## config.mk

```make
export PLATFORM = sky130hd
export DESIGN_NAME = tl_bank_router
export DESIGN_NICKNAME = d
export VERILOG_FILES = /design/src/rtl/tl_pkg.sv /design/src/rtl/mem_map_pkg.sv /design/src/rtl/tl_bank_router.sv
export VERILOG_INCLUDE_DIRS = /design/src /design/src/rtl
export SDC_FILE = /design/constraint.sdc
export NUM_CORES = 1
export LEC_CHECK = 0
export BUFFER_PORTS_ARGS = -buffer_cell sky130_fd_sc_hd__clkbuf_2
export CORE_AREA = 2 2 81 83
export DETAILED_ROUTE_END_ITERATION = 12
export DIE_AREA = 0 0 83 85
export GPL_ROUTABILITY_DRIVEN = 1
export PLACE_DENSITY_LB_ADDON = 0.1
export SYNTH_ARGS = -nofsm -noshare
export SYNTH_HDL_FRONTEND = slang
export SYNTH_SLANG_ARGS = --single-unit
```

## constraint.sdc

```tcl
create_clock -name clk -period 2.1 [get_ports clk]
set_clock_uncertainty 0.2 [all_clocks]
set_input_delay 0.105 -clock clk [delete_from_list [all_inputs] [get_ports clk]]
set_output_delay 0.105 -clock clk [all_outputs]
set_load 0.01 [all_outputs]
```

## src/rtl/tl_mem_defs.svh

```systemverilog
// bus widths, beat size, bank count and bank depth macros for the banked memory
`ifndef TL_MEM_DEFS_SVH
`define TL_MEM_DEFS_SVH

// byte address width on the A channel
`define TL_ADDR_W 32

// one data beat, in bytes
`define TL_DATA_BYTES 16

// beat width in bits
`define TL_DATA_W (`TL_DATA_BYTES * 8)

// source id carried through to the response
`define TL_SOURCE_W 3

// log2 transfer size field
`define TL_SIZE_W 8

// largest log2 transfer size, 64 bytes = 4 beats
`define TL_MAX_SIZE 6

// banks behind the router
`define MEM_NUM_BANKS 4

// beats held by each bank
`define MEM_BANK_WORDS 256

`endif

```

## src/rtl/tl_pkg.sv

```systemverilog
// TileLink-UL A and D channel payload structs and opcode enumerations
package tl_pkg;

`include "tl_mem_defs.svh"

	// A channel opcodes, UL subset only
	typedef enum logic [2:0] {
		put_full    = 3'd0,
		put_partial = 3'd1,
		get         = 3'd4
	} tl_a_op_e;

	// D channel opcodes
	typedef enum logic [2:0] {
		access_ack      = 3'd0,
		access_ack_data = 3'd1
	} tl_d_op_e;

	// request beat, 194 bits
	typedef struct packed {
		tl_a_op_e                 opcode;
		logic [2:0]               param;
		logic [`TL_SIZE_W-1:0]    size;
		logic [`TL_SOURCE_W-1:0]  source;
		logic [`TL_ADDR_W-1:0]    address;
		logic [`TL_DATA_BYTES-1:0] mask;
		logic [`TL_DATA_W-1:0]    data;
		logic                     corrupt;
	} tl_a_t;

	// response beat, 149 bits
	typedef struct packed {
		tl_d_op_e                 opcode;
		logic [1:0]               param;
		logic [`TL_SIZE_W-1:0]    size;
		logic [`TL_SOURCE_W-1:0]  source;
		logic [2:0]               sink;
		logic                     denied;
		logic [`TL_DATA_W-1:0]    data;
		logic                     corrupt;
	} tl_d_t;

endpackage

```

## src/rtl/mem_map_pkg.sv

```systemverilog
// memory map types for bank select, beat index and beat count, plus size to beats
package mem_map_pkg;

`include "tl_mem_defs.svh"

	// address split: | ignored | bank | word | byte in beat |
	localparam int BEAT_LG  = $clog2(`TL_DATA_BYTES);
	localparam int WORD_W   = $clog2(`MEM_BANK_WORDS);
	localparam int BANK_W   = $clog2(`MEM_NUM_BANKS);
	localparam int BANK_LSB = BEAT_LG + WORD_W;
	// wide enough to hold the largest burst length itself
	localparam int BEAT_CNT_W = `TL_MAX_SIZE - BEAT_LG + 1;

	typedef logic [BANK_W-1:0]     bank_idx_t;
	typedef logic [WORD_W-1:0]     word_addr_t;
	typedef logic [BEAT_CNT_W-1:0] beat_cnt_t;

	// beats in a transfer of 2**size bytes
	function automatic beat_cnt_t size_to_beats(input logic [`TL_SIZE_W-1:0] size);
		beat_cnt_t beats;
		// sub-beat sizes still take one beat
		if (size <= BEAT_LG)
			beats = beat_cnt_t'(1);
		// clamp oversize requests to the largest burst
		else if (size >= `TL_MAX_SIZE)
			beats = beat_cnt_t'(1 << (`TL_MAX_SIZE - BEAT_LG));
		else
			beats = beat_cnt_t'(1 << (size - BEAT_LG));
		return beats;
	endfunction

endpackage

```

## src/rtl/tl_bank_router.sv

```systemverilog
// A channel router: bank decode, write burst route lock, ready return
`timescale 1ns/1ps
`include "tl_mem_defs.svh"

module tl_bank_router (
	input  logic                       clk,
	input  logic                       rst,
	input  tl_pkg::tl_a_t              a,
	input  logic                       a_valid,
	output logic                       a_ready,
	output logic [`MEM_NUM_BANKS-1:0]  bank_valid,
	input  logic [`MEM_NUM_BANKS-1:0]  bank_ready
);
	import tl_pkg::*;
	import mem_map_pkg::*;

	// lock state for an open write burst
	logic      lock_q;
	bank_idx_t lock_bank;
	beat_cnt_t remain;

	logic      a_fire;
	logic      a_put;
	beat_cnt_t a_beats;
	bank_idx_t sel;

	// later write beats may carry any address, so follow the lock
	assign sel = lock_q ? lock_bank : a.address[BANK_LSB +: BANK_W];

	// only the selected bank sees valid
	always_comb begin
		bank_valid = '0;
		bank_valid[sel] = a_valid;
	end

	// ready comes back from that same bank
	assign a_ready = bank_ready[sel];
	assign a_fire  = a_valid && a_ready;

	assign a_put   = (a.opcode == put_full) || (a.opcode == put_partial);
	assign a_beats = size_to_beats(a.size);

	always_ff @(posedge clk or posedge rst) begin
		if (rst) begin
			lock_q    <= 1'b0;
			lock_bank <= '0;
			remain    <= '0;
		end else if (a_fire) begin
			if (lock_q) begin
				// remain counts beats still to come, this one included
				remain <= remain - 1'b1;
				if (remain == beat_cnt_t'(1))
					lock_q <= 1'b0;
			end else if (a_put && a_beats > beat_cnt_t'(1)) begin
				// first beat of a multi-beat put
				lock_q    <= 1'b1;
				lock_bank <= sel;
				remain    <= a_beats - 1'b1;
			end
		end
	end

endmodule

```

==> flow_metrics.py, run 1 <==
metrics = {
    "run_status": {
        "status": "finished, violations left",
        "violations": "negative setup slack",
    },
    "cells_and_area": {
        "layout-drive-gt1-share_pct": 52.3,
        "final_cell_mix": "clkbuf_2, buf_4, inv_1, dfrtp_1",
        "final_common_cell": "clkbuf_2",
        "syn_to_final_growth_pct": 67.5,
        "insertedDiodeCount": 0,
        "fin_cells": 188,
        "nets": 320,
        "fin_util_pct": 17.0,
    },
    "drt": {
        "postRouteWirelength_mm": 1.88,
        "wire_per_inst_um": 10.0,
        "num_vias": 652,
        "detail_route.first_pass.iterations": 4,
        "remaining_drc_errors": 0,
        "antenna_left": 0,
        "via_per_inst": 3.47,
        "drtIter0Drc": 18,
    },
    "floorplanning": {
        "ios": 206,
        "start_util_pct": 10.1,
        "dieHeight_um": 85,
        "die_w_um": 83,
        "rows": 29,
        "die-area_mm2": 0.00706,
        "core_mm2": 0.00620,
    },
    "sta": {
        "rsz0062_at_grt": "yes",
        "fmax_ghz": 0.447,
        "setup_violations": 5,
        "setup_slack_ns": -0.139,
        "slew_viol_final": 0,
        "min_period_over_period_pct": 107,
        "slew_headroom_pct": 74.2,
        "worstMarginPinSlew_ns": 0.385,
        "fin_crit_ns": 2.24,
        "hold_viol_final": 0,
    },
    "yosys": {
        "syn_inst": 67,
        "yosysSeqAreaShare_pct": 23.9,
        "yosysWarnings": 0,
        "syn-num-nets": 274,
        "synthesis.area_um2": 628,
        "synth_cell_type_count": 27,
        "synth.avg_cell_area_um2": 9.37,
        "synth_seq_cells": 6,
    },
    "min_path": {
        "min_path_type": "input port to async pin",
    },
    "grt": {
        "grt_max_degree": 8,
        "antenna_found_initial": 0,
        "grt_pass1_wl_mm": 3.23,
        "grt_pass1_vias": 685,
        "track_usage_pct": 5.81,
        "gr-total-overflow": 0,
    },
    "worst_setup_path": {
        "crit_chain": "clkbuf_2, or4_4, nor2_4, nand4_1, ha_2, a21oi_2, o21ai_2, a311oi_4, nand2_4, nor2_4, mux2_4",
        "path_class": "input port to flip-flop",
        "r2r-start": "lock_q$_DFFE_PP0P_",
        "cp_common_cell": "nor2_4",
        "crit_cells": 11,
        "critPathSlowestCell": "or4_4",
        "crit_path_start_kind": "input port",
        "crit_family": "simple AND/OR/NAND/NOR gates",
        "crit_required_ns": 2.00,
        "slowest_delay_ns": 0.54,
        "reg2reg_slack_ns": 0.07,
        "reg2reg_to": "lock_bank[1]$_DFFE_PP0P_",
        "crit_fanout": 2,
        "endpoint_kind": "flip-flop",
        "arrival_ns": 2.14,
        "critPathBufInv": 1,
        "rr_worst_depth": 6,
        "crit_path_end": "lock_bank[1]$_DFFE_PP0P_",
        "startpoint": "a[185]",
    },
    "cts": {
        "h-tree-depth": 1,
        "cts-root-buf": "clkbuf_8",
        "cts.clk_slew.worst_paths_ns": 0.04,
        "cts_tree": "yes",
        "clock_sinks": 6,
        "clockBufferDepth": 2,
        "numCtsBuffers": 3,
        "insertion_delay_ns": 0.22,
    },
    "power_and_ir_drop": {
        "power_density_mw_per_mm2": 870,
        "p_leak_nw": 0.501,
        "ir_drop_v": 0.000290,
    },
    "placed_design": {
        "io_buffers": 23,
        "dp.cells": 179,
        "hpwlAfterDp_mm": 1.67,
        "gp_congestion": 0.667,
    },
    "flow_run": {
        "drv_cap": 0,
    },
}
==> Yosys cell counts (all sizes together) <==
cell type,count,area share (%)
mux2,3,7.2
nand4,2,2.0
nor2b,1,1.0
ha,6,12
nand2b,1,1.0
or4,1,1.2
o22ai,4,6.2
inv,7,4.2
nor3b,1,1.2
o21ai,4,3.2
o211ai,2,2.4
and4b,1,1.6
nor2,7,5.8
a311oi,1,4.2
mux2i,5,9.2
dfrtp,6,24
nand2,5,4.2
nand3,2,1.6
xor2,1,1.4
or3,1,1.0
a21oi,5,4.0
buf,1,1.8
==> metrics by stage <==
stage	total power, W	cell area (um^2)	setup TNS (ns)	setup slack (ns)	hold WS, ns
3_3_place_gp	0.000736	937	-2.36	-0.463	-0.153
6_report	0.000916	1050	-0.423	-0.139	0.153
5_1_grt	0.000993	1050	-1.23	-0.290	0.188
2_1_floorplan	0.000585	639	-1.59	-0.448	-0.304
3_5_place_dp	0.000740	937	-2.52	-0.514	-0.147
4_1_cts	0.000924	1040	-0.401	-0.136	0.154
==> worst reg2reg max path, delay by kind of cell (launching register included) <==
kind | cells | cell delay (ns)
flops | 1 | 0.44
simple gates | 2 | 0.20
compound gates | 1 | 0.21
mux | 3 | 0.86
==> cell type report <==
| class | instances | area [um^2] |
|---|---|---|
| Fill cell | 689 | 5150 |
| Timing Repair Buffer | 42 | 265 |
| Sequential cell | 6 | 150 |
| Inverter | 7 | 26.3 |
| Tap cell | 77 | 96.3 |
| Clock buffer | 3 | 41.3 |
| Multi-Input combinational cell | 53 | 473 |
==> what timing repair did <==
item / CTS / global route
resized for setup: 2 / 2
setup buffers: 3 / 0
hold endpoints to repair: 8 / 0
hold buffers: 3 / 0
pin swaps: 7 / 2
endpoints found under the setup margin: 6 / 6
==> registers in the layout (all words and copies together) (netlist names) <==
register and flops:
lock_bank 2, remain 3, lock_q 1
==> metal layers <==
layer | vias up | GRT usage (%) | share of wire (%)
met4 | 0 | 0.894 | 0.42
met3 | 2 | 3.21 | 7.2
met2 | 18 | 10.1 | 50
met5 | - | 0 | 0
met1 | 301 | 6.35 | 42
li1 | 331 | - | -
==> power by group <==
part / switching (W) / internal (W)
Clock: 0.0000478 / 0.000123
Sequential: 0.0000607 / 0.000173
Combinational: 0.000253 / 0.000258
==> worst min path at each step <==
stage / startpoint / slack, ns / depth (start not counted) / endpoint
after CTS: a[192] / 0.15 / 5 / lock_q$_DFFE_PP0P_
after global placement: rst / -0.15 / 2 / remain[1]$_DFFE_PP0P_
after detailed placement: rst / -0.15 / 2 / remain[1]$_DFFE_PP0P_
after floorplan: rst / -0.30 / 1 / lock_bank[0]$_DFFE_PP0P_
after global routing: rst / 0.19 / 3 / lock_q$_DFFE_PP0P_
final: rst / 0.15 / 3 / remain[1]$_DFFE_PP0P_
==> cells by family after synthesis <==
kind of cell	share of synthesized area, %
compound gates	19.9
xor+xnor	1.39
fa+ha+maj	12.0
buf+inv	5.98
flops	23.9
mux	16.3
simple gates	20.5
No activity file was read; power rests on OpenSTA's default activity.
==> run 2: changes to the inputs <==
- PLACE_DENSITY: default -> 0.6
- PLACE_DENSITY_LB_ADDON: 0.1 -> default
- REMOVE_ABC_BUFFERS: default -> 1
==> run 2 against run 1 <==
  * The run still ends with negative setup slack left
  * Global-route usage fell by 1.2 points
  * Combinational power fell by 2%
  * Critical path depth is 5 higher
  * Critical endpoint is now lock_bank[0]$_DFFE_PP0P_
  * Non-clock buffer count grew 1
  * Worst setup slack worse by 0.067 ns
  * Cell area is 1.4% higher
  * Maximum frequency is 2.9% lower
  * Cell count grew 0.53%
==> flow_metrics.py, run 2 (synthesized netlist as in run 1, its figures left out) <==
metrics = {
    "drt": {
        "postRouteWirelength_mm": 1.65,
        "detail_route.first_pass.iterations": 4,
        "via_per_inst": 3.47,
        "num_vias": 656,
        "antenna_left": 0,
        "drtIter0Drc": 9,
        "remaining_drc_errors": 0,
        "wire_per_inst_um": 8.71,
    },
    "power_and_ir_drop": {
        "p_switching_w": 0.000359,
        "p_comb_share_pct": 54.8,
        "power.internal_w": 0.000553,
        "swShare_pct": 39.3,
        "power_density_mw_per_mm2": 854,
        "seqPwrFrac_pct": 25.4,
        "p_clk_share_pct": 19.9,
        "p_leak_nw": 0.503,
        "ir_drop_v": 0.000405,
    },
    "sta": {
        "slew_viol_final": 0,
        "hold_viol_final": 0,
        "worstMarginPinSlew_ns": 0.343,
        "setup_slack_ns": -0.206,
        "min_period_over_period_pct": 110,
        "fin_crit_ns": 2.31,
        "fmax_ghz": 0.434,
        "slew_headroom_pct": 76.5,
        "setup_violations": 6,
        "rsz0062_at_grt": "yes",
    },
    "worst_setup_path": {
        "crit_required_ns": 2.01,
        "crit_fanout": 3,
        "reg2reg_slack_ns": 0.05,
        "reg2reg_to": "lock_bank[0]$_DFFE_PP0P_",
        "crit_path_end": "lock_bank[0]$_DFFE_PP0P_",
        "startpoint": "a[186]",
        "endpoint_kind": "flip-flop",
        "r2r-start": "lock_q$_DFFE_PP0P_",
        "arrival_ns": 2.21,
        "rr_worst_depth": 6,
        "path_class": "input port to flip-flop",
        "crit_path_start_kind": "input port",
    },
    "placed_design": {
        "dpl_cell_area_um2": 903,
        "hpwlAfterDp_mm": 1.23,
        "gp_congestion": 0.772,
        "dp.cells": 176,
        "io_buffers": 23,
    },
    "run_status": {
        "status": "finished, violations left",
        "violations": "negative setup slack",
    },
    "floorplanning": {
        "dieHeight_um": 85,
        "start_util_pct": 10.1,
        "die-area_mm2": 0.00706,
        "die_w_um": 83,
        "core_mm2": 0.00620,
        "rows": 29,
        "ios": 206,
    },
    "cells_and_area": {
        "largestRegisters": "remain x3, lock_bank x2, lock_q x1",
        "nets": 321,
        "layout-drive-gt1-share_pct": 54.5,
        "fin_area_mm2": 0.00107,
        "syn_to_final_growth_pct": 69.9,
        "fin_cells": 189,
        "final_cell_mix": "clkbuf_2, buf_4, inv_1, dfrtp_1, nor2_1",
        "largest_register_ffs": 3,
        "insertedDiodeCount": 0,
        "final_common_cell": "clkbuf_2",
        "largest-register": "remain",
    },
    "cts": {
        "numCtsBuffers": 3,
        "clock_sinks": 6,
        "h-tree-depth": 1,
        "cts-root-buf": "clkbuf_8",
        "insertion_delay_ns": 0.23,
        "cts_tree": "yes",
        "cts.clk_slew.worst_paths_ns": 0.04,
        "clockBufferDepth": 2,
    },
    "flow_run": {
        "drv_cap": 0,
    },
    "grt": {
        "track_usage_pct": 4.59,
        "grt_pass1_wl_mm": 2.73,
        "antenna_found_initial": 0,
        "gr-total-overflow": 0,
        "grt_max_degree": 8,
        "grt_pass1_vias": 679,
    },
    "min_path": {
        "min_path_type": "input port to async pin",
    },
}
run 2: cell types whose count changed in the layout (fill, tap and decap cells not counted), sizes merged:
cell	delta
buf	+1
run 2: stage by stage:
stage	total power (W)	setup TNS [ns]	util, %	setup WS [ns]	hold slack [ns]
floorplan	0.000565	-1.85	-	-0.466	-0.304
global placement	0.000712	-2.26	14.6	-0.431	-0.180
detailed placement	0.000716	-2.77	14.6	-0.520	-0.178
CTS	0.000909	-1.15	17.1	-0.269	0.134
global route	0.000982	-1.52	17.2	-0.291	0.152
finish	0.000912	-0.924	17.2	-0.206	0.120
run 2: per-layer routing:
| layer | up-vias | track usage [%] | routed length, um |
|---|---|---|---|
| met5 | - | 0 | 0 |
| met4 | 0 | 1.79 | 27 |
| met2 | 18 | 8.80 | 820 |
| li1 | 330 | - | - |
| met1 | 305 | 5.24 | 728 |
| met3 | 3 | 0.389 | 70 |
run 2: power by group through the flow:
stage                     combinational, W  clock (W)  sequential [W]
after floorplan                   0.000337          0        0.000228
after global placement            0.000484          0        0.000228
after detailed placement          0.000486          0        0.000230
after CTS                         0.000499   0.000182        0.000229
after global routing              0.000552   0.000191        0.000240
final                             0.000499   0.000181        0.000231
run 2: layout make-up:
cell class | count | area (um^2)
clock buffers | 3 | 41.3
fillers | 682 | 5140
inverters | 7 | 26.3
multi-input cells | 53 | 480
flip-flops and latches | 6 | 150
well taps | 77 | 96.3
repair buffers | 43 | 273
run 2: worst max-delay path, cell delays in order:
cell and delay, ns:
clkbuf_2 0.08, or4_4 0.54, nor2_4 0.10, buf_4 0.11, buf_4 0.10, buf_4 0.09, buf_4 0.12, nand2_2 0.06
inv_2 0.06, ha_2 0.17, a21oi_2 0.04, o21ai_2 0.07, a311oi_4 0.13, nand2_4 0.11, nor2_4 0.05, mux2_4 0.29
run 2: worst min-delay path by stage:
stage	slack (ns)	startpoint	end
2_1_floorplan	-0.30	rst	lock_bank[0]$_DFFE_PP0P_
3_3_place_gp	-0.18	rst	remain[0]$_DFFE_PP0P_
3_5_place_dp	-0.18	rst	remain[1]$_DFFE_PP0P_
4_1_cts	0.13	a[192]	lock_q$_DFFE_PP0P_
5_1_grt	0.15	rst	remain[0]$_DFFE_PP0P_
6_report	0.12	rst	remain[1]$_DFFE_PP0P_
run 2: what timing repair did:
item | in CTS | in global routing
setup buffers | 9 | 0
setup endpoints to repair | 6 | 6
endpoints found under the hold margin | 8 | 0
pin swaps | 8 | 5
hold buffers | 3 | 0
resized for setup | 8 | 3
