===== config.mk =====
export PLATFORM = sky130hd
export DESIGN_NAME = tl_resp_arbiter
export DESIGN_NICKNAME = d
export VERILOG_FILES = /design/src/rtl/tl_pkg.sv /design/src/rtl/mem_map_pkg.sv /design/src/rtl/tl_resp_arbiter.sv
export VERILOG_INCLUDE_DIRS = /design/src /design/src/rtl
export SDC_FILE = /design/constraint.sdc
export NUM_CORES = 1
export LEC_CHECK = 0
export BUFFER_PORTS_ARGS = -buffer_cell sky130_fd_sc_hd__buf_2
export CAP_MARGIN = 20
export CORE_AREA = 2 2 291 293
export DETAILED_ROUTE_END_ITERATION = 8
export DIE_AREA = 0 0 293 295
export SLEW_MARGIN = 15
export SYNTH_ARGS = -nofsm -noshare
export SYNTH_HDL_FRONTEND = slang
export SYNTH_SLANG_ARGS = --single-unit
export TNS_END_PERCENT = 30

===== constraint.sdc =====
create_clock -name clk -period 3.55 [get_ports clk]
set_clock_uncertainty 0.15 [all_clocks]
set_input_delay 0.71 -clock clk [delete_from_list [all_inputs] [get_ports clk]]
set_output_delay 0.71 -clock clk [all_outputs]
set_load 0.01 [all_outputs]

===== src/rtl/tl_mem_defs.svh =====
// bus widths, beat size, bank count and bank depth macros for the banked memory
`ifndef TL_MEM_DEFS_SVH
`define TL_MEM_DEFS_SVH

// byte address width on the A channel
`define TL_ADDR_W 32

// one data beat, in bytes
`define TL_DATA_BYTES 16

// beat width in bits
`define TL_DATA_W (`TL_DATA_BYTES * 8)

// source id carried through to the response
`define TL_SOURCE_W 3

// log2 transfer size field
`define TL_SIZE_W 8

// largest log2 transfer size, 64 bytes = 4 beats
`define TL_MAX_SIZE 6

// banks behind the router
`define MEM_NUM_BANKS 4

// beats held by each bank
`define MEM_BANK_WORDS 256

`endif


===== src/rtl/tl_pkg.sv =====
// TileLink-UL A and D channel payload structs and opcode enumerations
package tl_pkg;

`include "tl_mem_defs.svh"

	// A channel opcodes, UL subset only
	typedef enum logic [2:0] {
		put_full    = 3'd0,
		put_partial = 3'd1,
		get         = 3'd4
	} tl_a_op_e;

	// D channel opcodes
	typedef enum logic [2:0] {
		access_ack      = 3'd0,
		access_ack_data = 3'd1
	} tl_d_op_e;

	// request beat, 194 bits
	typedef struct packed {
		tl_a_op_e                 opcode;
		logic [2:0]               param;
		logic [`TL_SIZE_W-1:0]    size;
		logic [`TL_SOURCE_W-1:0]  source;
		logic [`TL_ADDR_W-1:0]    address;
		logic [`TL_DATA_BYTES-1:0] mask;
		logic [`TL_DATA_W-1:0]    data;
		logic                     corrupt;
	} tl_a_t;

	// response beat, 149 bits
	typedef struct packed {
		tl_d_op_e                 opcode;
		logic [1:0]               param;
		logic [`TL_SIZE_W-1:0]    size;
		logic [`TL_SOURCE_W-1:0]  source;
		logic [2:0]               sink;
		logic                     denied;
		logic [`TL_DATA_W-1:0]    data;
		logic                     corrupt;
	} tl_d_t;

endpackage


===== src/rtl/mem_map_pkg.sv =====
// memory map types for bank select, beat index and beat count, plus size to beats
package mem_map_pkg;

`include "tl_mem_defs.svh"

	// address split: | ignored | bank | word | byte in beat |
	localparam int BEAT_LG  = $clog2(`TL_DATA_BYTES);
	localparam int WORD_W   = $clog2(`MEM_BANK_WORDS);
	localparam int BANK_W   = $clog2(`MEM_NUM_BANKS);
	localparam int BANK_LSB = BEAT_LG + WORD_W;
	// wide enough to hold the largest burst length itself
	localparam int BEAT_CNT_W = `TL_MAX_SIZE - BEAT_LG + 1;

	typedef logic [BANK_W-1:0]     bank_idx_t;
	typedef logic [WORD_W-1:0]     word_addr_t;
	typedef logic [BEAT_CNT_W-1:0] beat_cnt_t;

	// beats in a transfer of 2**size bytes
	function automatic beat_cnt_t size_to_beats(input logic [`TL_SIZE_W-1:0] size);
		beat_cnt_t beats;
		// sub-beat sizes still take one beat
		if (size <= BEAT_LG)
			beats = beat_cnt_t'(1);
		// clamp oversize requests to the largest burst
		else if (size >= `TL_MAX_SIZE)
			beats = beat_cnt_t'(1 << (`TL_MAX_SIZE - BEAT_LG));
		else
			beats = beat_cnt_t'(1 << (size - BEAT_LG));
		return beats;
	endfunction

endpackage


===== src/rtl/tl_resp_arbiter.sv =====
// round-robin D channel arbiter, grant held for a whole response
`timescale 1ns/1ps
`include "tl_mem_defs.svh"

module tl_resp_arbiter (
	input  logic                      clk,
	input  logic                      rst,
	input  tl_pkg::tl_d_t             bank_d [`MEM_NUM_BANKS],
	input  logic [`MEM_NUM_BANKS-1:0] bank_d_valid,
	output logic [`MEM_NUM_BANKS-1:0] bank_d_ready,
	output tl_pkg::tl_d_t             d,
	output logic                      d_valid,
	input  logic                      d_ready
);
	import tl_pkg::*;
	import mem_map_pkg::*;

	// grant state
	logic      busy_q;
	bank_idx_t grant_q;
	bank_idx_t last_q;
	beat_cnt_t remain;

	logic      found;
	bank_idx_t pick;
	bank_idx_t cand;
	bank_idx_t sel;
	beat_cnt_t beats;
	logic      d_fire;

	// search starts one past the last winner
	always_comb begin
		found = 1'b0;
		pick  = last_q;
		for (int i = 1; i <= `MEM_NUM_BANKS; i++) begin
			cand = bank_idx_t'(last_q + i);
			if (!found && bank_d_valid[cand]) begin
				found = 1'b1;
				pick  = cand;
			end
		end
	end

	// once a response shows on D, keep it until its last beat
	assign sel     = busy_q ? grant_q : pick;
	assign d       = bank_d[sel];
	assign d_valid = bank_d_valid[sel];
	assign d_fire  = d_valid && d_ready;

	always_comb begin
		bank_d_ready = '0;
		bank_d_ready[sel] = d_ready;
	end

	// acks are one beat, data responses follow the size
	assign beats = (bank_d[sel].opcode == access_ack_data) ? size_to_beats(bank_d[sel].size)
		: beat_cnt_t'(1);

	// remain counts beats not yet transferred
	always_ff @(posedge clk or posedge rst) begin
		if (rst) begin
			busy_q  <= 1'b0;
			grant_q <= '0;
			last_q  <= bank_idx_t'(`MEM_NUM_BANKS - 1);
			remain  <= '0;
		end else if (!busy_q) begin
			if (found) begin
				if (d_fire && beats == beat_cnt_t'(1)) begin
					last_q <= pick;
				end else begin
					busy_q  <= 1'b1;
					grant_q <= pick;
					remain  <= beats - beat_cnt_t'(d_fire);
				end
			end
		end else if (d_fire) begin
			if (remain == beat_cnt_t'(1)) begin
				busy_q <= 1'b0;
				last_q <= grant_q;
			end else begin
				remain <= remain - 1'b1;
			end
		end
	end

endmodule


==> results of run 1 <==
==> timing repair <==
action,CTS,global route
pin swaps,13,33
gates resized for setup,111,112
setup buffers,14,18
gates cloned,7,11
setup endpoints to repair,108,148
hold buffers,0,0
==> cells in the mapped netlist, drive strengths merged (2+ instances only) <==
cell type / count
or2: 2
nor2: 13
o21ai: 6
nand2: 575
clkbuf: 88
o311ai: 4
buf: 13
nor3: 2
inv: 16
a31oi: 139
a21oi: 13
and3: 140
o211ai: 2
nand3: 4
a21o: 2
nand4: 2
o221ai: 5
a22oi: 3
dfrtp: 6
o31a: 2
mux2: 5
and2: 2
nand2b: 5
mux2i: 13
a311o: 2
o31ai: 2
dfstp: 2
ha: 5
==> flip-flops by register name (all words and copies together) (netlist names) <==
register and cells:
busy_q 1, grant_q 2, last_q 2, remain 3
==> power groups by stage <==
stage          Clock, mW  Sequential, mW  Combinational (mW)
2_1_floorplan          0           0.172                6.98
3_3_place_gp           0           0.196                15.0
3_5_place_dp           0           0.196                15.0
4_1_cts            0.205           0.197                16.9
5_1_grt            0.210           0.201                19.6
6_report           0.202           0.197                18.3
==> final cells by class <==
cell class | instances | area (sq um)
Antenna cell | 17 | 42.5
Clock buffer | 4 | 78.8
Fill cell | 9707 | 70100
Inverter | 16 | 60.1
Multi-Input combinational cell | 964 | 5440
Sequential cell | 8 | 203
Tap cell | 1080 | 1350
Timing Repair Buffer | 902 | 5840
==> layer usage <==
| metal | up-vias | GRT usage |
|---|---|---|
| met3 | 174 | 0.0612 |
| met1 | 5424 | 0.188 |
| met5 | - | 0 |
| li1 | 5357 | - |
| met4 | 96 | 0.0203 |
| met2 | 733 | 0.258 |
==> cells in the final DEF, fill, tap and decap left out, types with 3 or more instances in the layout <==
cell type	count
a21oi_1	12
a31oi_4	16
buf_2	707
and3_2	6
dfrtp_1	6
ha_1	3
mux2_2	3
diode_2	17
clkbuf_16	14
nand2_4	4
o311ai_0	4
and3_1	107
and3_4	27
inv_1	16
mux2i_1	10
a31oi_1	104
buf_16	13
nand2_2	16
nand3_1	3
o221ai_1	5
a31oi_2	19
buf_8	3
buf_4	116
nand2b_1	5
nor2_1	13
o21ai_0	3
buf_6	31
nand2_1	555
buf_12	17
==> stage by stage <==
stage | std cells | setup slack [ns] | util | cell area, sq um | hold slack [ns]
3_5_place_dp | 2923 | -0.366 | 0.135 | 11200 | 0.325
4_1_cts | 2948 | -0.0774 | 0.145 | 12100 | 0.283
5_1_grt | 2984 | -0.106 | 0.156 | 13000 | 0.296
3_3_place_gp | 2923 | -0.349 | 0.135 | 11200 | 0.313
6_report | 2991 | -0.0528 | 0.156 | 13000 | 0.270
2_1_floorplan | 1089 | -0.0329 | - | 5480 | 0.290
==> how the worst min path moves through the flow <==
stage | from | end | slack [ns] | depth (start not counted)
global placement | grant_q[0]$_DFFE_PP0P_ | grant_q[0]$_DFFE_PP0P_ | 0.31 | 2
detailed placement | grant_q[0]$_DFFE_PP0P_ | grant_q[0]$_DFFE_PP0P_ | 0.33 | 2
finish | rst | remain[1]$_DFFE_PP0P_ | 0.27 | 2
floorplan | grant_q[0]$_DFFE_PP0P_ | grant_q[0]$_DFFE_PP0P_ | 0.29 | 2
global route | rst | remain[1]$_DFFE_PP0P_ | 0.30 | 2
CTS | rst | remain[1]$_DFFE_PP0P_ | 0.28 | 2
==> kinds of logic (layout without fill, tap and decap cells) <==
group / after synthesis / count (layout) / synth area share
AOI/OAI and AO/OA: 190 / 190 / 0.232
other: 0 / 17 / 0
and+or+nand+nor: 750 / 750 / 0.591
xor gates and xnor gates: 1 / 1 / 0.00161
DFF: 8 / 8 / 0.0372
buffers and inverters: 117 / 922 / 0.0893
muxes: 18 / 18 / 0.0365
adders and majority gates: 5 / 5 / 0.0115
==> run_results.csv, run 1 <==
group,metric,value,unit
global_route,grt_use_total,0.153,
synth,avgSynthCellArea,5.01,sq um
sta,setup_violations,9,
pwr,p_seq_frac,0.011,
cts,cts_root_buffer,"clkbuf_16",
critical_path,ff2ff_setup_slack,-0.01,ns
route,viasPerCell,3.94,
flow_run,maxCapViolations,0,
synth,synthTopCellsByArea,"nand2_1, and3_1, a31oi_1",
outcome,status,"finished, violations left",
pwr,swShare,0.567,
sta,final.setup.worst_slack,-0.0528,ns
pwr,p_per_area,1440,nW/um^2
cells_and_area,num-nets-final,2503,
cts,clk_pin_slew_worst_paths,0.04,ns
floorplanning,dieWidth,293,um
synth,ys_seq_elements,8,
sta,finalHoldViolCount,0,
critical_path,r2r.worst_path.cells,13,
pwr,clkPwrFrac,0.011,
outcome,violations,"setup timing",
route,met3WireLength,8.17,mm
global_route,grt_pass1_wl,91.9,mm
route,highest_layer,"met5",
placement,gp_congestion,0.947,
synth,yosysTopAreaCell,"nand2_1",
critical_path,crit_end,"d[118]",
synth,synth_area,5450,sq um
critical_path,critPathBufInv,5,
sta,fin_crit_sh,1.01,
sta,max_freq,0.278,GHz
critical_path,cp.required,2.69,ns
pwr,power.switching,10.6,mW
critical_path,crit_start,"last_q[1]$_DFFE_PP1P_",
pwr,p_comb_frac,0.979,
cts,htree_num_levels,1,
critical_path,startpoint_type,"flop",
placement,dpl.hpwl,62.1,mm
cts,cts_tree,"yes",
route,postRouteWirelength,73.8,mm
critical_path,crit_top_cell,"buf_12",
synth,async_flop_share,1.00,
critical_path,crit_chain,"nand2_2 -> a311o_1 -> o21ai_4 -> buf_12 -> buf_12 -> buf_6 -> clkbuf_16 -> nand2_1 -> and3_1 -> a31oi_2 -> buf_2",
route,ant_nets,0,
sta,relSlewSlack,0.697,
floorplanning,start_util,0.0656,
synth,yosys_warnings,0,
critical_path,path_depth,11,
floorplanning,pin_count,757,
critical_path,critPathKind,"flop to primary output",
synth,synth_top_area_share,0.396,
pwr,power,18.7,mW
synth,syn_inst,1089,
synth,synth_fp_nets,1697,
critical_path,end_kind,"primary output",
sta,report.final.slew_viol_count,0,
route,via_count,11784,
cts,clock_latency,0.24,ns
floorplanning,die_area,86400,sq um
pwr,internal-power,8.11,mW
route,wl_per_cell,24.7,um
synth,synth_ff_type,"dfrtp_1",
floorplanning,coreArea,83200,sq um
critical_path,arrival,2.74,ns
sta,tightest_slew,0.454,ns
pwr,leakage,6.71,nW
cells_and_area,drive_gt1_frac,0.540,
cts,cts.sinks,8,
cells_and_area,area_delta_synth_final,139,%
critical_path,crit_family,"compound AO/OA/AOI/OAI gates",
synth,yosysSeqAreaShare,0.0372,
hold_path,hold_path.class,"input port to asynchronous set/reset pin",
cts,cts_buffer_depth,2,
global_route,grt_max_degree,88,
route,drc,0,
route,drtIter0Drc,783,
route,drt_first_pass_iters,5,
floorplanning,rows,106,
synth,synth_edf_count,0,
sta,period_minus_slack,3.60,ns
critical_path,crit_slowest_cell,"dfstp_2",
pwr,ir_worst_vdd,632,uV
global_route,first_global_vias,11013,
critical_path,r2r-end,"remain[1]$_DFFE_PP0P_",
sta,tns,-0.189,ns
cts,cts_buffers,3,
critical_path,path_max_fanout,8,
route,wl_met2,33.5,mm
critical_path,r2r_start,"last_q[1]$_DFFE_PP1P_",
placement,place.port_buffers,756,
global_route,grt_overflow,0,
route,m1WireLength,30.1,mm
synth,yosysUniqueCellTypes,53,
critical_path,crit_path_max_incr_delay,0.58,ns
global_route,grt_antenna_before_repair,89,
sta,grt_setup_unrepaired,"yes",
floorplanning,die_h,295,um
Note: power is estimated with default switching activity, not from simulation.
==> run 2, diff against run 1 <==
CELL_PAD_IN_SITES_DETAIL_PLACEMENT = 1   (was not set)
CELL_PAD_IN_SITES_GLOBAL_PLACEMENT = 1   (was not set)
CORE_AREA = 2 2 292 294   (was 2 2 291 293)
DIE_AREA = 0 0 294 296   (was 0 0 293 295)
PLACE_DENSITY_LB_ADDON = 0.1   (was not set)
==> run_results.csv, run 2 (same netlist as run 1, synthesis figures left out) <==
group,metric,value,unit
cells_and_area,top_register,"remain",
sta,tightest_slew,0.405,ns
global_route,grt_use_total,0.120,
floorplanning,die_area,87000,sq um
sta,period_minus_slack,3.55,ns
critical_path,ff2ff_setup_slack,0.01,ns
global_route,grt_overflow,0,
global_route,grt_pass1_wl,78.7,mm
cells_and_area,top_regs,"remain: 3 flops, grant_q: 2 flops, last_q: 2 flops",
route,highest_layer,"met5",
cts,cts_root_buffer,"clkbuf_16",
global_route,first_global_vias,11665,
cells_and_area,fillers,10414,
sta,final.setup.worst_slack,0.00157,ns
critical_path,end_kind,"flop",
placement,dpl.hpwl,44.7,mm
critical_path,r2r-end,"remain[1]$_DFFE_PP0P_",
sta,setup_violations,0,
cells_and_area,ff_latch_area,203,sq um
cts,cts_tree,"yes",
critical_path,path_max_fanout,6,
placement,gp_congestion,0.804,
sta,report.final.slew_viol_count,0,
critical_path,critPathKind,"input port to flop",
cts,htree_num_levels,1,
cells_and_area,multi_input_area,5580,sq um
placement,dp_slack,-0.265,ns
floorplanning,coreArea,84200,sq um
sta,finalHoldViolCount,0,
flow_run,maxCapViolations,0,
critical_path,cp.required,3.52,ns
sta,grt_setup_unrepaired,"yes",
cts,hold_buffers,0,
pwr,power,19.0,mW
route,postRouteWirelength,61.5,mm
floorplanning,pin_count,757,
sta,fin_crit_sh,1.00,
floorplanning,die_h,296,um
route,wl_per_cell,20.4,um
hold_path,hold_path.class,"input port to asynchronous set/reset pin",
sta,relSlewSlack,0.726,
cts,cts_buffers,3,
placement,placed_cells,2933,
route,viasPerCell,3.71,
pwr,leakage,7.05,nW
outcome,status,"finished, final reports clean",
critical_path,r2r.worst_path.cells,13,
route,via_count,11205,
cells_and_area,final_cells,3023,
cells_and_area,num-nets-final,2537,
pwr,p_per_area,1380,nW/um^2
cells_and_area,layout_commonest_cell,"buf_2",
cells_and_area,largest_reg_flops,3,
cells_and_area,finish.instance_area,13800,sq um
placement,place.port_buffers,756,
route,drtIter0Drc,263,
cells_and_area,drive_gt1_frac,0.563,
cells_and_area,final_core_util,0.163,
cts,cts.sinks,8,
sta,tns,0,ns
route,drc,0,
global_route,grt_max_degree,68,
route,met3WireLength,3.70,mm
pwr,ir_worst_vdd,485,uV
global_route,grt_antenna_before_repair,18,
route,drt_first_pass_iters,6,
placement,post_dp_cell_area,11200,sq um
critical_path,startpoint_type,"input port",
route,m1WireLength,23.4,mm
cts,clk_pin_slew_worst_paths,0.04,ns
floorplanning,rows,107,
critical_path,arrival,3.52,ns
route,wl_met2,33.5,mm
cells_and_area,area_delta_synth_final,152,%
floorplanning,start_util,0.0647,
cts,clock_latency,0.24,ns
route,ant_nets,0,
floorplanning,dieWidth,294,um
cts,cts_buffer_depth,2,
critical_path,r2r_start,"last_q[1]$_DFFE_PP1P_",
cells_and_area,final_cell_mix,"buf_2, nand2_1, a31oi_1, and3_1, buf_4",
sta,fin_hold_ws,0.301,ns
sta,max_freq,0.282,GHz
==> run 2: changes by cell type in the layout (fill, tap and decap cells not counted), sizes merged <==
cell / delta
buf: +29
clkbuf: +3
bufbuf: +2
diode: -12
==> run 2: report_power, final <==
group	switching [mW]	internal [mW]
registers	0.0543	0.146
logic	9.72	8.83
clock network	0.0534	0.151
total	9.83	9.13
==> run 2: layer usage <==
layer,global-route usage,vias up
met3,0.0253,52
li1,-,5422
met1,0.132,5303
met2,0.239,406
met4,0.0158,22
met5,0,-
==> run 2: worst max-delay path, cell delays in order <==
cell and delay [ns]:
buf_12 0.11, nand2b_1 0.17, a21boi_4 0.25, o21ai_4 0.10
buf_12 0.14, buf_12 0.14, buf_6 0.12, mux2i_4 0.18
mux2i_4 0.20, buf_6 0.14, nand3b_1 0.08, or4_4 0.57
ha_4 0.28, mux2i_1 0.06, o221a_2 0.27
==> run 2: cell type report <==
cell class / count / share of cell area
Clock buffer: 4 / 0.00573
Timing Repair Buffer: 936 / 0.469
Antenna cell: 5 / 0.000909
Tap cell: 1090 / 0.0991
Multi-Input combinational cell: 964 / 0.406
Sequential cell: 8 / 0.0147
Inverter: 16 / 0.00436
==> run 2: worst max path at each step <==
stage	end	slack (ns)	startpoint	cells past startpoint
global placement	remain[2]$_DFFE_PP0P_	-0.27	bank_d_valid[3]	14
global route	remain[1]$_DFFE_PP0P_	-0.1	last_q[1]$_DFFE_PP1P_	13
floorplan	d[100]	-0.03	bank_d_valid[3]	10
finish	remain[1]$_DFFE_PP0P_	0.002	bank_d_valid[3]	15
detailed placement	remain[1]$_DFFE_PP0P_	-0.27	bank_d_valid[3]	12
CTS	d[79]	-0.07	bank_d_valid[3]	12
==> run 2: repair_timing <==
item / in CTS / in global routing
resized for setup: 86 / 185
pin swaps: 22 / 57
cloned: 16 / 21
endpoints found under the setup margin: 139 / 149
setup buffers: 33 / 17
